$ cat src/pa_ctrl_pkg.sv
`default_nettype none

package pa_ctrl_pkg;

	// w bus source select
	typedef enum logic [2:0] {
		W_IR   = 3'd0,
		W_KI   = 3'd1,
		W_RDT  = 3'd2,
		W_KL   = 3'd3,
		W_AT   = 3'd4,
		W_AC   = 3'd5,
		W_A    = 3'd6,
		// nothing on the bus, w reads zero
		W_NONE = 3'd7
	} w_src_t;

	// a bus source select
	typedef enum logic [1:0] {
		A_IR = 2'd0,
		A_L  = 2'd1,
		A_AR = 2'd2,
		A_IC = 2'd3
	} a_src_t;

	// alu operation, codes 6 and 7 unused
	typedef enum logic [2:0] {
		OP_PASS = 3'd0,
		OP_ADD  = 3'd1,
		OP_SUB  = 3'd2,
		OP_AND  = 3'd3,
		OP_OR   = 3'd4,
		OP_XOR  = 3'd5
	} alu_op_t;

endpackage

`default_nettype wire

$ cat src/pa_word_pkg.sv
`default_nettype none

package pa_word_pkg;

	// machine word width
	localparam int WORD_W = 16;

	// last bit of the upper byte, bit 0 being the msb
	localparam int HI_BYTE_LAST = 7;

	// one machine word, numbered 0 (msb) to 15 (lsb)
	typedef logic [0:WORD_W-1] word_t;

endpackage

`default_nettype wire
$ cat src/pa.sv
`timescale 1ns/100ps
`default_nettype none

module pa (
	input  wire __clk,
	input  wire arst_n,
	input  wire pa_word_pkg::word_t ir,
	input  wire pa_word_pkg::word_t ki,
	input  wire pa_word_pkg::word_t rdt,
	input  wire pa_word_pkg::word_t kl,
	input  wire pa_word_pkg::word_t l,
	input  wire pa_ctrl_pkg::w_src_t w_sel,
	input  wire pa_ctrl_pkg::a_src_t a_sel,
	input  wire pa_ctrl_pkg::alu_op_t alu_op,
	input  wire w_dt,
	input  wire w_ac,
	input  wire w_ar,
	input  wire w_ic,
	input  wire w_at,
	input  wire w_wzi,
	input  wire arp1,
	input  wire arm4,
	input  wire icp1,
	input  wire off,
	input  wire carry_in,
	input  wire ar_ad,
	input  wire ic_ad,
	input  wire barnb,
	output wire pa_word_pkg::word_t w,
	output wire pa_word_pkg::word_t ddt,
	output wire pa_word_pkg::word_t f,
	output wire pa_word_pkg::word_t at,
	output wire pa_word_pkg::word_t dad,
	output wire carry,
	output wire zs,
	output wire wzi,
	output wire arz,
	output wire zga
);

	import pa_word_pkg::*;

	// registers and a bus internal to the slice
	word_t ac;
	word_t ar;
	word_t ic;
	word_t a;

	pa_bus_w i_bus_w (
		.w_sel(w_sel), .w_dt(w_dt),
		.ir(ir), .ki(ki), .rdt(rdt), .kl(kl),
		.at(at), .ac(ac), .a(a),
		.w(w), .ddt(ddt)
	);

	pa_regs i_regs (
		.__clk(__clk), .arst_n(arst_n),
		.w(w), .f(f), .zs(zs), .l(l), .ir(ir),
		.w_ac(w_ac), .w_ar(w_ar), .w_ic(w_ic), .w_at(w_at), .w_wzi(w_wzi),
		.arp1(arp1), .arm4(arm4), .icp1(icp1), .off(off),
		.a_sel(a_sel),
		.ac(ac), .ar(ar), .ic(ic), .at(at), .a(a),
		.wzi(wzi), .arz(arz)
	);

	pa_alu i_alu (
		.a(a), .ac(ac), .alu_op(alu_op), .carry_in(carry_in),
		.f(f), .carry(carry), .zs(zs)
	);

	pa_addr i_addr (
		.ar(ar), .ic(ic), .kl(kl),
		.ar_ad(ar_ad), .ic_ad(ic_ad), .barnb(barnb),
		.dad(dad), .zga(zga)
	);

endmodule

`default_nettype wire

$ cat src/pa_addr.sv
`timescale 1ns/100ps
`default_nettype none

module pa_addr (
	input  wire pa_word_pkg::word_t ar,
	input  wire pa_word_pkg::word_t ic,
	input  wire pa_word_pkg::word_t kl,
	input  wire ar_ad,
	input  wire ic_ad,
	input  wire barnb,
	output pa_word_pkg::word_t dad,
	output logic zga
);

	import pa_word_pkg::*;

	word_t dad_ar;
	word_t dad_ic;

	// both sources may be on at once, the bus ORs them
	assign dad_ar = ar & {WORD_W{ar_ad}};
	assign dad_ic = ic & {WORD_W{ic_ad}};
	assign dad = dad_ar | dad_ic;

	// key address match, barnb replaces the top address bit
	assign zga = (dad[1:WORD_W-1] == kl[1:WORD_W-1]) && (kl[0] == barnb);

endmodule

`default_nettype wire

$ cat src/pa_alu.sv
`timescale 1ns/100ps
`default_nettype none

module pa_alu (
	input  wire pa_word_pkg::word_t a,
	input  wire pa_word_pkg::word_t ac,
	input  wire pa_ctrl_pkg::alu_op_t alu_op,
	input  wire carry_in,
	output pa_word_pkg::word_t f,
	output logic carry,
	output logic zs
);

	import pa_word_pkg::*;
	import pa_ctrl_pkg::*;

	// adder operand and carry in, a inverted for subtract
	word_t add_b;
	logic add_ci;
	// bit 0 is the carry out, bits 1..16 the sum
	logic [0:WORD_W] sum;

	always_comb begin
		if (alu_op == OP_SUB) begin
			add_b = ~a;
			add_ci = 1'b1;
		end else begin
			add_b = a;
			add_ci = carry_in;
		end
	end

	// shared 17-bit adder
	assign sum = {1'b0, ac} + {1'b0, add_b} + {{WORD_W{1'b0}}, add_ci};

	always_comb begin
		f = a;
		carry = 1'b0;
		case (alu_op)
			OP_ADD, OP_SUB: begin
				// for sub, carry set means no borrow
				f = sum[1:WORD_W];
				carry = sum[0];
			end
			OP_AND: begin
				f = a & ac;
			end
			OP_OR: begin
				f = a | ac;
			end
			OP_XOR: begin
				f = a ^ ac;
			end
			default: begin
				f = a;
			end
		endcase
	end

	// zero result
	assign zs = ~|f;

endmodule

`default_nettype wire

$ cat src/pa_regs.sv
`timescale 1ns/100ps
`default_nettype none

module pa_regs (
	input  wire __clk,
	input  wire arst_n,
	input  wire pa_word_pkg::word_t w,
	input  wire pa_word_pkg::word_t f,
	input  wire zs,
	input  wire pa_word_pkg::word_t l,
	input  wire pa_word_pkg::word_t ir,
	input  wire w_ac,
	input  wire w_ar,
	input  wire w_ic,
	input  wire w_at,
	input  wire w_wzi,
	input  wire arp1,
	input  wire arm4,
	input  wire icp1,
	input  wire off,
	input  wire pa_ctrl_pkg::a_src_t a_sel,
	output pa_word_pkg::word_t ac,
	output pa_word_pkg::word_t ar,
	output pa_word_pkg::word_t ic,
	output pa_word_pkg::word_t at,
	output pa_word_pkg::word_t a,
	output logic wzi,
	output logic arz
);

	import pa_word_pkg::*;
	import pa_ctrl_pkg::*;

	// accumulator, loaded from w only
	always_ff @(posedge __clk or negedge arst_n) begin
		if (!arst_n) begin
			ac <= '0;
		end else if (w_ac) begin
			ac <= w;
		end
	end

	// at holds the alu result
	always_ff @(posedge __clk or negedge arst_n) begin
		if (!arst_n) begin
			at <= '0;
		end else if (w_at) begin
			at <= f;
		end
	end

	// address register: load, then +1, then -4
	always_ff @(posedge __clk or negedge arst_n) begin
		if (!arst_n) begin
			ar <= '0;
		end else if (w_ar) begin
			ar <= w;
		end else if (arp1) begin
			ar <= ar + WORD_W'(1);
		end else if (arm4) begin
			ar <= ar - WORD_W'(4);
		end
	end

	// instruction counter, off wins over everything
	always_ff @(posedge __clk or negedge arst_n) begin
		if (!arst_n) begin
			ic <= '0;
		end else if (off) begin
			ic <= '0;
		end else if (w_ic) begin
			ic <= w;
		end else if (icp1) begin
			ic <= ic + WORD_W'(1);
		end
	end

	// adder zero indicator
	always_ff @(posedge __clk or negedge arst_n) begin
		if (!arst_n) begin
			wzi <= 1'b0;
		end else if (w_wzi) begin
			wzi <= zs;
		end
	end

	// any bit set in the upper byte of ar
	assign arz = |ar[0:HI_BYTE_LAST];

	// a bus into the alu
	always_comb begin
		case (a_sel)
			A_IR:    a = ir;
			A_L:     a = l;
			A_AR:    a = ar;
			default: a = ic;
		endcase
	end

endmodule

`default_nettype wire

$ cat src/pa_bus_w.sv
`timescale 1ns/100ps
`default_nettype none

module pa_bus_w (
	input  wire pa_ctrl_pkg::w_src_t w_sel,
	input  wire w_dt,
	input  wire pa_word_pkg::word_t ir,
	input  wire pa_word_pkg::word_t ki,
	input  wire pa_word_pkg::word_t rdt,
	input  wire pa_word_pkg::word_t kl,
	input  wire pa_word_pkg::word_t at,
	input  wire pa_word_pkg::word_t ac,
	input  wire pa_word_pkg::word_t a,
	output pa_word_pkg::word_t w,
	output pa_word_pkg::word_t ddt
);

	import pa_word_pkg::*;
	import pa_ctrl_pkg::*;

	// one source per transfer
	always_comb begin
		case (w_sel)
			W_IR:    w = ir;
			W_KI:    w = ki;
			W_RDT:   w = rdt;
			W_KL:    w = kl;
			W_AT:    w = at;
			W_AC:    w = ac;
			W_A:     w = a;
			default: w = '0;
		endcase
	end

	// memory data out only while w_dt is up
	assign ddt = w & {WORD_W{w_dt}};

endmodule

`default_nettype wire

$ cat config.mk
export PLATFORM = sky130hd
export DESIGN_NAME = pa
export DESIGN_NICKNAME = d
export VERILOG_FILES = /design/src/pa_ctrl_pkg.sv /design/src/pa_word_pkg.sv /design/src/pa.sv /design/src/pa_addr.sv /design/src/pa_alu.sv /design/src/pa_regs.sv /design/src/pa_bus_w.sv
export SDC_FILE = /design/constraint.sdc
export NUM_CORES = 1
export LEC_CHECK = 0
export ABC_CLOCK_PERIOD_IN_PS = 5300
export BUFFER_PORTS_ARGS = -buffer_cell sky130_fd_sc_hd__buf_2
export CAP_MARGIN = 30
export CORE_MARGIN = 5
export CORE_UTILIZATION = 55
export CTS_CLUSTER_DIAMETER = 120
export DETAILED_ROUTE_END_ITERATION = 16
export GPL_ROUTABILITY_DRIVEN = 0
export PLACE_DENSITY = 0.9
export SKIP_LAST_GASP = 1
export SYNTH_ARGS = -nofsm -noshare
export SYNTH_HDL_FRONTEND = slang
export SYNTH_SLANG_ARGS = --single-unit
$ cat constraint.sdc
create_clock -name __clk -period 5.3 [get_ports __clk]
set_clock_uncertainty 0.2 [all_clocks]
set_input_delay 0.265 -clock __clk [delete_from_list [all_inputs] [get_ports __clk]]
set_output_delay 0.265 -clock __clk [all_outputs]
set_load 0.03 [all_outputs]
# Word level (Yosys, flattened, before mapping)
# Cells that the tools add are included.
[totals] register_bits=65 output_inout_bits=85 inputBits=104 wordCells=54
[classes] bitwise_logic=8 n_reduce_logical=9 muxes=12 add_sub_neg=5 eq_ne=15
[op_table] cell="$mux W16" count=7
[op_table] cell="$pmux W16 S7" count=1
[op_table] cell="$and A16 B16 Y16" count=4
[op_table] cell="$pmux W16 S4" count=1
[op_table] cell="$pmux W16 S3" count=1
[op_table] cell="$add A16 B1 Y16 const B" count=2
[op_table] cell="$or A16 B16 Y16" count=2
[op_table] cell="$add A16 B16 Y17" count=1
[op_table] cell="$add A17 B1 Y17" count=1
[op_table] cell="$not A16 Y16" count=1
[op_table] cell="$reduce_or A16 Y1" count=1
[op_table] cell="$sub A16 B3 Y16 const B" count=1
[op_table] cell="$xor A16 B16 Y16" count=1
[op_table] cell="$eq A15 B15 Y1" count=1
[op_table] cell="$eq A3 B3 Y1 const B" count=5
[op_table] cell="$eq A3 B2 Y1 const B" count=4
[op_table] cell="$reduce_or A8 Y1" count=1
[op_table] cell="$eq A3 B1 Y1 const B" count=2
[op_table] cell="$reduce_bool A3 Y1" count=2
[op_table] cell="$logic_not A3 Y1" count=1
[op_table] cell="$eq A2 B1 Y1 const B" count=1
[op_table] cell="$eq A2 B2 Y1 const B" count=1
[op_table] cell="$logic_not A2 Y1" count=1
[op_table] cell="$mux W1" count=2
[op_table] cell="other kinds (4)" count=4

# Depth between registers and ports, before layout
# Gate-level depths: netlist of the first run.
[depth] depth_word=9 mapped_depth=19 mapped_depth_nobuf=13

# Hierarchy
# Synthesis of the first run repeated with hierarchy kept, for this count alone.
[unflattened] cells_unflattened=837 hier_area_um2=7577.3
[by_module_without_submodules] module="pa_regs" seq_area_each_um2=1626.6 cells_per_inst=327 n_inst=1 area_per_inst_um2=3708.6
[by_module_without_submodules] module="pa_alu" seq_area_each_um2=0.0 cells_per_inst=317 n_inst=1 area_per_inst_um2=2257.2
[by_module_without_submodules] module="pa_bus_w" seq_area_each_um2=0.0 cells_per_inst=152 n_inst=1 area_per_inst_um2=1209.9
[by_module_without_submodules] module="pa_addr" seq_area_each_um2=0.0 cells_per_inst=41 n_inst=1 area_per_inst_um2=401.6

# Worst setup path after synthesis of the first run
# OpenSTA, ideal clock, no wires.
[synth_timing] kind="input-to-output" from="input alu_op[1]" to="output zs" path_buffers=5 arrival_ps=4832 path_stages=18 required_time_ps=4835 slack_ps=3 cell_sequence="buf_2 clkbuf_1 clkbuf_1 nor3b_1 buf_1 buf_2 xor2_1 fa_1 inv_1 fa_1 nand2b_1 a21oi_1 o2111ai_1 nand4_1 or3b_1 nor4_1 nand4b_1 nor4_2"
[synth_between] elab_chain_len=7 elab_cells_between_ends=13 classes_between="add/sub: 2; eq/ne: 5; mux: 3; reduce/logical: 3"
[synth_lines] item="start: declaration" line_no="pa.sv:14" text="input wire pa_ctrl_pkg::alu_op_t alu_op,"
[synth_lines] item="$eq A3 B2 Y1" line_no="pa_alu.sv:24, pa_alu.sv:39"
[synth_lines] item="$mux W16" line_no="pa_alu.sv:24" text="if (alu_op == OP_SUB) begin"
[synth_lines] item="$add A16 B16 Y17" line_no="pa_alu.sv:34" text="assign sum = {1'b0, ac} + {1'b0, add_b} + {{WORD_W{1'b0}}, add_ci};"
[synth_lines] item="$add A17 B1 Y17" line_no="pa_alu.sv:34"
[synth_lines] item="$pmux W16 S4 (*)" line_no="pa_alu.sv:39" text="case (alu_op)"
[synth_lines] item="net f[10]" line_no="pa.sv:31" text="output wire pa_word_pkg::word_t f,"
[synth_lines] item="$reduce_or A16 Y1 (*)" line_no="pa_alu.sv:61" text="assign zs = ~|f;"
[synth_lines] item="$logic_not A1 Y1 (*)" line_no="pa_alu.sv:61"
[synth_lines] item="end: declaration" line_no="pa.sv:35" text="output wire zs,"
# Mark *: on every way through the listed nets, which the timed path passes. The rest lies on a longest branch.

# Final worst setup path of the first run
[layout_timing] from="register i_regs.ic[0]" to="output zs"
[layout_between] elab_chain_len=8 elab_cells_between_ends=11 classes_between="add/sub: 2; mux: 3; bitwise: 4; reduce/logical: 2"
[layout_lines] item="start: declaration" line_no="pa_regs.sv:24" text="output pa_word_pkg::word_t ic,"
[layout_lines] item="start signal: assignment" line_no="pa_regs.sv:72" text="ic <= w;"
[layout_lines] item="start signal: assignment" line_no="pa_regs.sv:74" text="ic <= ic + WORD_W'(1);"
[layout_lines] item="$pmux W16 S3 (*)" line_no="pa_regs.sv:92" text="case (a_sel)"
[layout_lines] item="$not A16 Y16" line_no="pa_alu.sv:25" text="add_b = ~a;"
[layout_lines] item="$mux W16" line_no="pa_alu.sv:24"
[layout_lines] item="$add A16 B16 Y17" line_no="pa_alu.sv:34"
[layout_lines] item="$add A17 B1 Y17" line_no="pa_alu.sv:34"
[layout_lines] item="$pmux W16 S4 (*)" line_no="pa_alu.sv:39"
[layout_lines] item="$reduce_or A16 Y1 (*)" line_no="pa_alu.sv:61"
[layout_lines] item="$logic_not A1 Y1 (*)" line_no="pa_alu.sv:61"
# Mark *: on every way between the ends. The rest lies on a longest branch, timed or not.

==> out/qor.csv, run 1 <==
stage,metric,value,unit
timing,RSZ-0062 raised after global routing,no,
finish,Synth-to-Final Area Change,17.4,%
timing,Tmin final,5.07,ns
placement,dpl cells,1170,
clock_tree,register clock-pin slew on the reported worst setup and hold paths,0.05,ns
worst_setup_path,data arrival time of the critical path,4.60,ns
routing,Detailed Route WL,24.5,mm
synth,Synth Cell Area,7190,sq um
finish,share of post-route cells with drive strength above 1,25.9,%
synth,"top cells by area, synth","dfrtp_1 23%, ha_1 8.9%, mux4_2 7.5%",
finish,NumNets Final,1167,
grt,GRT Util Overall,31.0,%
synth,Syn Nets,1021,
clock_tree,TritonCTS clock tree,yes,
worst_setup_path,critical path class,flop to primary output,
routing,DR top layer,met5,
power,P_leak,4.06,nW
timing,Least-Margin Pin Slew,0.940,ns
timing,Rel. slew slack,37.2,%
clock_tree,H-tree Lvls,3,
synth,Post-synth top cells,"94 x nor2_1, 66 x a21oi_1, 65 x dfrtp_1",
clock_tree,later-pin clock latency in the skew report,0.33,ns
clock_tree,post-cts sizing count,0,
grt,first-pass GRT wire length,39.4,mm
worst_hold_path,Hold Crit Class,primary input to flop,
timing,highest clock rate,197,MHz
floorplan,row cnt,41,
timing,Final Hold Vio Count,0,
timing,hold_ws,0.00558,ns
clock_tree,Num CTS Buffers,9,
timing,Setup TNS Final,0,ns
run,maxcap violations,0,
clock_tree,# clock sinks,65,
routing,met2 WL,11.4,mm
clock_tree,Max Root-Sink Buffers,2,
floorplan,die area,15500,sq um
power,total power,2.66,mW
synth,most common cell in the netlist,nor2_1,
worst_setup_path,CP required,4.84,ns
routing,DRT met1 WL,8.84,mm
timing,Final Cycle Share,95.6,%
synth,register area share after synthesis,22.6,%
floorplan,Core Region,12700,sq um
synth,Synth warnings,0,
grt,grt ovf,0,
floorplan,# IOs,189,
timing,final setup vio count,0,
routing,WL met3,2.86,mm
routing,First DRT Iteration DRCs,781,
floorplan,die height,124,um
clock_tree,clock root buffer,clkbuf_16,
timing,Slew Limit Fails,0,
status,status,finished clean,
finish,Layout Cells excl Fill,1187,
routing,vias per cell,6.50,
placement,detailed placement HPWL,18.9,mm
synth,average cell area after synthesis,8.32,sq um
finish,Fillers,1044,
finish,# diodes,0,
synth,"area leader, netlist",dfrtp_1,
floorplan,initial core utilization,56.5,%
synth,Post-Synthesis Cells,864,
synth,number of enable flip-flop cells after synthesis,0,
routing,DR DRC count,0,
grt,largest net degree at the start of global routing,66,
power,pwr dens,316,nW/um^2
placement,port bufs,188,
synth,Synth Register Bits,65,
grt,initial antenna violation count,1,
routing,Post-DRT Antenna Nets,0,
routing,Initial DRT Pass Iterations,5,
synth,library cells used by synthesis,67,
synth,post-synthesis async set-or-reset flop share,100,%
power,Max IR drop VDD,0.179,mV
worst_setup_path,CP Max Fanout,6,
finish,Finished Core Util,66.3,%
synth,prevailing post-synth register cell,dfrtp_1,
worst_setup_path,CP startpoint kind,flop,
grt,number of global-route vias before repair,7582,
routing,post-DR wirelength/cell,20.6,um
routing,vias,7713,
synth,Yosys top cell area share,22.6,%
floorplan,Die Wd,124,um
worst_setup_path,CP Capture Type,primary output,
-- report_power, final --
group	internal, mW	switching (mW)	leakage (nW)
sequential	0.581	0.133	0.789
clock	0.376	0.222	0.144
combinational	0.498	0.855	3.13
total	1.45	1.21	4.06
-- layer usage --
metal / up-vias / GRT usage [%]
li1: 3404 / -
met1: 3622 / 38.0
met2: 583 / 50.5
met3: 102 / 7.20
met4: 2 / 16.2
met5: - / 0
-- state kept, by name, summed over array words and instances, names as in the netlist --
name,count
i_regs.wzi,1
i_regs.at,16
i_regs.ac,16
i_regs.ic,16
i_regs.ar,16
-- layout make-up --
type                            count  area [sq um]  area share (%)
Multi-Input combinational cell    678          5080            60.2
Timing Repair Buffer              194           988            11.7
Inverter                           62           233            2.76
Clock buffer                       13           250            2.97
Clock inverter                      3          40.0           0.475
Sequential cell                    65          1630            19.3
Tap cell                          172           215            2.55
-- through the flow --
step | instance area, sq um | worst slack [ns]
floorplan | 7190 | 0.00349
CTS | 8440 | 0.326
finish | 8440 | 0.233
detailed placement | 8140 | 0.605
global placement | 8140 | 0.759
global route | 8440 | 0.0339
-- layout by cell type, fill, tap and decap left out, types with 9 or more instances in the layout --
cell type and instances:
buf_2 188, nor2_1 94, a21oi_1 66, dfrtp_1 65
inv_1 62, nand2_1 54, ha_1 51, o21ai_0 36
xnor2_1 34, xor2_1 33, mux2i_1 30, a22o_1 25
mux4_2 24, mux2_2 21, a31oi_1 19, nand3_1 18
nor2b_1 16, nand4_1 13, a211oi_1 13, and2_1 12
or3_1 11, o22ai_1 11, and3_1 10, nor3_1 9
clkbuf_16 9
-- path summary, 6_finish.rpt --
check	to	startpoint	slack, ns	cells past startpoint
worst max-delay path	zs	i_regs.ic[0]	0.23	14
max in group asynchronous	i_regs.at[7]	arst_n	3.87	3
worst max register to register	i_regs.wzi	i_regs.ic[0]	1.01	13
worst min register to register	i_regs.wzi	i_regs.wzi	0.32	2
min in group asynchronous	i_regs.ic[2]	arst_n	0.46	3
worst min-delay path	i_regs.wzi	w_wzi	0.006	3
-- what timing repair did --
action | CTS | global route
buffers inserted | 0 | 0
hold buffers | 1 | 0
endpoints found under the hold margin | 65 | 0
-- worst max-delay path: stages, from the launching register on --
cell and delay [ns]:
dfrtp_1 0.44, mux4_2 0.58, xor2_1 0.22, fa_1 0.26
inv_1 0.07, fa_1 0.39, nand2b_1 0.19, a21oi_1 0.23
o2111ai_1 0.24, nand4_1 0.17, or3b_1 0.40, nor4_1 0.44
nand4b_1 0.19, nor4_2 0.19, buf_2 0.25
-- cell families (layout without fill, tap and decap cells) --
logic type | count (synthesis) | in the layout | synth area share [%]
flip-flops | 65 | 65 | 22.6
multiplexers | 76 | 76 | 15.4
buffers and inverters | 121 | 272 | 6.70
adder cells (fa/ha/maj) | 53 | 53 | 9.44
AND/OR/NAND/NOR | 264 | 264 | 18.0
AO/OA/AOI/OAI | 218 | 218 | 19.7
XOR/XNOR | 67 | 67 | 8.17
Power figures use the tool's default switching activity.
==> inputs of run 2 (changes only) <==
--- a/config.mk
+++ b/config.mk
@@ -5,7 +5,7 @@
 export SDC_FILE = /design/constraint.sdc
 export NUM_CORES = 1
 export LEC_CHECK = 0
-export ABC_CLOCK_PERIOD_IN_PS = 5300
+export ABC_CLOCK_PERIOD_IN_PS = 5400
 export BUFFER_PORTS_ARGS = -buffer_cell sky130_fd_sc_hd__buf_2
 export CAP_MARGIN = 30
 export CORE_MARGIN = 5
==> constraint.sdc (replaced) <==
create_clock -name __clk -period 5.4 [get_ports __clk]
set_clock_uncertainty 0.2 [all_clocks]
set_input_delay 0.27 -clock __clk [delete_from_list [all_inputs] [get_ports __clk]]
set_output_delay 0.27 -clock __clk [all_outputs]
set_load 0.03 [all_outputs]
==> out/qor.csv, run 2 (synthesized netlist as in run 1, its figures left out) <==
stage,metric,value,unit,change
run,maxcap violations,0,,unchanged
power,P_leak,4.06,nW,unchanged
finish,NumNets Final,1167,,unchanged
worst_hold_path,Hold Crit Class,primary input to flop,,unchanged
worst_setup_path,CP Capture Type,primary output,,unchanged
worst_setup_path,data arrival time of the critical path,4.61,ns,was 4.60 ns
grt,initial antenna violation count,0,,was 1
timing,Setup TNS Final,0,ns,unchanged
finish,"commonest non-fill, non-tap cell in the layout",buf_2,,unchanged
timing,Tmin final,5.08,ns,
routing,vias,7637,,was 7713
worst_setup_path,CP startpoint kind,flop,,unchanged
timing,setup ws final,0.323,ns,was 0.233 ns
clock_tree,TritonCTS clock tree,yes,,unchanged
timing,Least-Margin Pin Slew,0.928,ns,was 0.940 ns
timing,final setup vio count,0,,unchanged
clock_tree,register clock-pin slew on the reported worst setup and hold paths,0.06,ns,was 0.05 ns
floorplan,# IOs,189,,unchanged
grt,grt ovf,0,,unchanged
timing,Final Cycle Share,94.0,%,
status,status,"finished, violations left",,was finished clean
floorplan,die height,124,um,unchanged
timing,hold_ws,-0.00296,ns,was 0.00558 ns
clock_tree,# clock sinks,65,,unchanged
clock_tree,Max Root-Sink Buffers,2,,unchanged
power,pwr dens,311,nW/um^2,was 316 nW/um^2
placement,port bufs,188,,unchanged
routing,Detailed Route WL,24.7,mm,was 24.5 mm
grt,largest net degree at the start of global routing,66,,unchanged
worst_hold_path,Hold Path Stages,3,,unchanged
clock_tree,post-cts sizing count,0,,unchanged
worst_setup_path,largest stage delay on the critical path,0.58,ns,about the same
finish,# diodes,0,,unchanged
floorplan,initial core utilization,56.5,%,unchanged
finish,most frequent cells in the layout,"188 x buf_2, 94 x nor2_1, 66 x a21oi_1, 65 x dfrtp_1, 62 x inv_1",,unchanged
routing,post-DR wirelength/cell,20.8,um,was 20.6 um
finish,Synth-to-Final Area Change,17.4,%,unchanged
grt,number of global-route vias before repair,7612,,was 7582
worst_setup_path,most frequent CP cell,fa_1,,unchanged
worst_setup_path,critical path class,flop to primary output,,unchanged
clock_tree,later-pin clock latency in the skew report,0.34,ns,was 0.33 ns
timing,Final Hold Vio Count,1,,was 0
power,Max IR drop VDD,0.157,mV,was 0.179 mV
routing,Post-DRT Antenna Nets,0,,unchanged
routing,vias per cell,6.43,,was 6.50
clock_tree,Num CTS Buffers,9,,unchanged
worst_setup_path,CP required,4.93,ns,was 4.84 ns
worst_setup_path,crit-path cells,mux4_2 > xor2_1 > fa_1 > inv_1 > fa_1 > nand2b_1 > a21oi_1 > o2111ai_1 > nand4_1 > or3b_1 > nor4_1 > nand4b_1 > nor4_2 > buf_2,,unchanged
worst_setup_path,CP Max Fanout,6,,unchanged
placement,detailed placement HPWL,19.0,mm,was 18.9 mm
floorplan,die area,15500,sq um,unchanged
routing,Initial DRT Pass Iterations,5,,unchanged
timing,RSZ-0062 raised after global routing,no,,unchanged
finish,share of post-route cells with drive strength above 1,25.9,%,unchanged
worst_setup_path,FF-to-FF path depth,13,,unchanged
worst_setup_path,Crit-path slowest cell,mux4_2,,unchanged
grt,GRT Util Overall,31.2,%,was 31.0%
timing,Rel. slew slack,38.0,%,was 37.2%
clock_tree,clock root buffer,clkbuf_16,,unchanged
routing,DR DRC count,0,,unchanged
timing,highest clock rate,197,MHz,
floorplan,row cnt,41,,unchanged
status,failing checks,negative hold slack,,
placement,Place WS,0.747,ns,was 0.605 ns
floorplan,Core Region,12700,sq um,unchanged
grt,first-pass GRT wire length,39.6,mm,was 39.4 mm
floorplan,Die Wd,124,um,unchanged
clock_tree,H-tree Lvls,3,,unchanged
timing,Slew Limit Fails,0,,unchanged
routing,First DRT Iteration DRCs,752,,was 781
-- run 2: area by class of cell --
cell class,instances,area (sq um)
Timing Repair Buffer,194,988
Clock inverter,3,40.0
Tap cell,172,215
Clock buffer,13,250
Inverter,62,233
Fill cell,1041,4290
Sequential cell,65,1630
Multi-Input combinational cell,678,5080
-- run 2: worst max-delay path: cells and delay by family, from the launching register on --
| kind | cells | cell delay [ns] |
|---|---|---|
| and+or+nand+nor | 6 | 1.58 |
| adders and majority gates | 2 | 0.66 |
| muxes | 1 | 0.58 |
| AOI/OAI and AO/OA | 2 | 0.46 |
| DFF | 1 | 0.43 |
| buffers and inverters | 2 | 0.34 |
| xor gates and xnor gates | 1 | 0.23 |
-- run 2: metrics by stage --
stage,instances,power [mW],util (%),area (sq um)
floorplan,864,1.61,-,7190
global placement,1170,1.96,63.9,8140
detailed placement,1170,1.99,63.9,8140
CTS,1187,2.59,66.3,8440
global route,1187,2.76,66.3,8440
finish,1187,2.62,66.3,8440
-- run 2: path summary, 6_finish.rpt --
| check | endpoint | from | slack (ns) |
|---|---|---|---|
| max in group asynchronous | i_regs.at[8] | arst_n | 3.92 |
| worst max-delay path | zs | i_regs.ic[0] | 0.32 |
| worst min register to register | i_regs.wzi | i_regs.wzi | 0.32 |
| min in group asynchronous | i_regs.ar[0] | arst_n | 0.47 |
| worst max register to register | i_regs.wzi | i_regs.ic[0] | 1.14 |
| worst min-delay path | i_regs.wzi | w_wzi | -0.003 |
-- run 2: power breakdown --
part | switching [mW] | internal [mW] | total [mW]
logic | 0.839 | 0.490 | 1.33
clock network | 0.221 | 0.369 | 0.590
registers | 0.131 | 0.570 | 0.701
total | 1.19 | 1.43 | 2.62
-- run 2: repair_timing --
action / CTS / global route
setup buffers: 0 / 0
hold endpoints to repair: 65 / 0
hold buffers: 1 / 0
-- run 2: metal layers --
layer / up-vias / routed length, um / global-route usage, %
li1: 3409 / - / -
met5: - / 0 / 0
met4: 0 / 1430 / 18.0
met3: 110 / 2650 / 5.75
met1: 3562 / 9070 / 38.6
met2: 556 / 11600 / 51.0
==> inputs of run 3 (changes only) <==
--- a/config.mk
+++ b/config.mk
@@ -8,7 +8,7 @@
 export ABC_CLOCK_PERIOD_IN_PS = 5400
 export BUFFER_PORTS_ARGS = -buffer_cell sky130_fd_sc_hd__buf_2
 export CAP_MARGIN = 30
-export CORE_MARGIN = 5
+export CORE_MARGIN = 8
 export CORE_UTILIZATION = 55
 export CTS_CLUSTER_DIAMETER = 120
 export DETAILED_ROUTE_END_ITERATION = 16
==> out/qor.csv, run 3 (synthesized netlist as in run 1, its figures left out) <==
stage,metric,value,unit,change
routing,First DRT Iteration DRCs,700,,was 752
power,clock power share,24.7,%,was 22.5%
timing,Setup TNS Final,0,ns,unchanged
clock_tree,Max Root-Sink Buffers,2,,unchanged
power,switching part of the total,44.6,%,was 45.4%
grt,GRT Util Overall,29.9,%,was 31.2%
timing,Slew Limit Fails,0,,unchanged
finish,share of post-route cells with drive strength above 1,26.1,%,was 25.9%
floorplan,row cnt,41,,unchanged
timing,highest clock rate,199,MHz,was 197 MHz
run,maxcap violations,0,,unchanged
power,internal power,1.50,mW,was 1.43 mW
worst_hold_path,Hold Crit Class,primary input to flop,,unchanged
routing,post-DR wirelength/cell,21.5,um,was 20.8 um
clock_tree,TritonCTS clock tree,yes,,unchanged
clock_tree,later-pin clock latency in the skew report,0.34,ns,about the same
power,P_leak,4.09,nW,was 4.06 nW
grt,first-pass GRT wire length,39.6,mm,about the same
clock_tree,Num CTS Buffers,9,,unchanged
worst_setup_path,r2r startpoint,i_regs.ic[0],,unchanged
worst_setup_path,CP required,4.93,ns,about the same
worst_setup_path,FF-to-FF path depth,13,,unchanged
timing,Least-Margin Pin Slew,0.955,ns,was 0.928 ns
clock_tree,clock root buffer,clkbuf_16,,unchanged
worst_setup_path,Crit-path slowest cell,mux4_2,,unchanged
power,Max IR drop VDD,0.180,mV,was 0.157 mV
worst_setup_path,worst path bufs/invs,2,,unchanged
finish,most frequent cells in the layout,"188 x buf_2, 94 x nor2_1, 66 x a21oi_1, 65 x dfrtp_1, 62 x inv_1",,unchanged
routing,Post-DRT Antenna Nets,0,,unchanged
worst_setup_path,FF-to-FF setup slack,1.21,ns,was 1.14 ns
worst_setup_path,most frequent CP cell,fa_1,,unchanged
grt,grt ovf,0,,unchanged
routing,vias per cell,6.48,,was 6.43
routing,Detailed Route WL,25.5,mm,was 24.7 mm
grt,largest net degree at the start of global routing,66,,unchanged
floorplan,# IOs,189,,unchanged
grt,initial antenna violation count,0,,unchanged
routing,vias,7709,,was 7637
grt,number of global-route vias before repair,7621,,was 7612
power,Logic pwr share,49.3,%,was 50.7%
floorplan,Core Region,12700,sq um,about the same
power,switching power,1.21,mW,was 1.19 mW
status,status,finished clean,,"was finished, violations left"
timing,final setup vio count,0,,unchanged
power,part of the power in registers,26.0,%,was 26.8%
worst_setup_path,CP startpoint kind,flop,,unchanged
timing,setup ws final,0.367,ns,was 0.323 ns
placement,dpl cells,1171,,was 1170
placement,Place WS,0.578,ns,was 0.747 ns
floorplan,die height,130,um,was 124 um
worst_setup_path,data arrival time of the critical path,4.56,ns,was 4.61 ns
timing,RSZ-0062 raised after global routing,no,,unchanged
clock_tree,# clock sinks,65,,unchanged
timing,Final Hold Vio Count,0,,was 1
clock_tree,register clock-pin slew on the reported worst setup and hold paths,0.06,ns,about the same
timing,Final Cycle Share,93.2,%,was 94.0%
finish,Layout Cells excl Fill,1189,,was 1187
worst_setup_path,largest stage delay on the critical path,0.58,ns,about the same
clock_tree,H-tree Lvls,3,,unchanged
timing,Tmin final,5.03,ns,was 5.08 ns
routing,Initial DRT Pass Iterations,6,,was 5
worst_setup_path,CP endpoint,zs,,unchanged
floorplan,Die Wd,130,um,was 124 um
placement,detailed placement HPWL,19.5,mm,was 19.0 mm
timing,Rel. slew slack,36.2,%,was 38.0%
worst_setup_path,CP Max Fanout,6,,unchanged
timing,hold_ws,0.110,ns,was -0.00296 ns
worst_setup_path,"delay-heaviest family, CP",simple AND/OR/NAND/NOR gates,,unchanged
finish,"commonest non-fill, non-tap cell in the layout",buf_2,,unchanged
placement,port bufs,188,,unchanged
worst_setup_path,terminus of the critical flop-to-flop path,i_regs.wzi,,unchanged
finish,Synth-to-Final Area Change,18.2,%,was 17.4%
power,pwr dens,319,nW/um^2,was 311 nW/um^2
clock_tree,postcts setup bufs,0,,unchanged
worst_setup_path,CP Capture Type,primary output,,unchanged
worst_setup_path,critical path class,flop to primary output,,unchanged
floorplan,die area,17000,sq um,was 15500 sq um
finish,NumNets Final,1169,,was 1167
worst_setup_path,cell depth of the worst setup path,14,,unchanged
worst_setup_path,crit-path cells,mux4_2 > xor2_1 > fa_1 > inv_1 > fa_1 > nand2b_1 > a21oi_1 > o2111ai_1 > nand4_1 > or3b_1 > nor4_1 > nand4b_1 > nor4_2 > buf_2,,unchanged
routing,DR DRC count,0,,unchanged
worst_setup_path,CP Launch Point,i_regs.ic[0],,unchanged
floorplan,initial core utilization,56.7,%,was 56.5%
==> run 3: cell count changes in the layout (fill, tap and decap cells not counted) <==
cell           previous run  this run
dlygate4sd3_1             1         2
diode_2                   0         1
bufinv_16                 1         2
clkbuf_1                  3         1
buf_4                     5         6
clkinv_2                  2         0
clkbuf_8                  1         3
==> run 3: layer usage <==
| layer | up-vias | GRT usage (%) | share of wire (%) |
|---|---|---|---|
| met4 | 0 | 17.1 | 4.6 |
| met5 | - | 0 | 0 |
| met1 | 3629 | 35.7 | 36 |
| met3 | 97 | 5.88 | 11 |
| li1 | 3421 | - | - |
| met2 | 562 | 49.2 | 48 |
==> run 3: power groups by stage <==
stage	clock (mW)	combinational [mW]	sequential, mW
finish	0.668	1.34	0.705
detailed placement	0	1.30	0.702
global route	0.681	1.44	0.717
floorplan	0	0.896	0.715
global placement	0	1.26	0.699
CTS	0.663	1.32	0.698
==> run 3: metrics by stage <==
stage	util, %	cell area, sq um	total power, mW
global placement	64.3	8140	1.96
global route	67.0	8490	2.83
finish	67.0	8500	2.71
detailed placement	64.3	8140	2.00
CTS	67.0	8490	2.68
floorplan	-	7190	1.61
==> run 3: worst min-delay path by stage <==
stage               startpoint       endpoint  slack [ns]  cells after the start
floorplan               arst_n   i_regs.ac[0]       -0.23                      0
global placement    i_regs.wzi     i_regs.wzi        0.31                      2
detailed placement  i_regs.wzi     i_regs.wzi        0.30                      2
CTS                        off  i_regs.ic[13]         0.1                      2
global route               off  i_regs.ic[13]        0.12                      2
finish                     off  i_regs.ic[13]        0.11                      2
==> run 3: final cells by class <==
type,count,area [sq um]
Antenna cell,1,2.50
Clock buffer,13,270
Timing Repair Buffer,196,1010
Inverter,62,233
Multi-Input combinational cell,678,5080
Fill cell,964,4180
Tap cell,172,215
Sequential cell,65,1630
Clock inverter,2,60.1
==> run 3: worst reg2reg max path, stage by stage (launching register included) <==
cell and delay, ns:
dfrtp_1 0.43, mux4_2 0.58, xor2_1 0.19, fa_1 0.44, inv_1 0.09, fa_1 0.21, nand2b_1 0.17, a21oi_1 0.12
or4_1 0.43, a31oi_1 0.22, xor2_1 0.16, o22ai_1 0.20, or4b_1 0.57, o21ai_1 0.12
==> run 3: repair_timing <==
item                                   CTS  global route
hold buffers                             2             0
endpoints found under the hold margin   66             0
resized for setup                        0             0
setup endpoints to repair                0             0
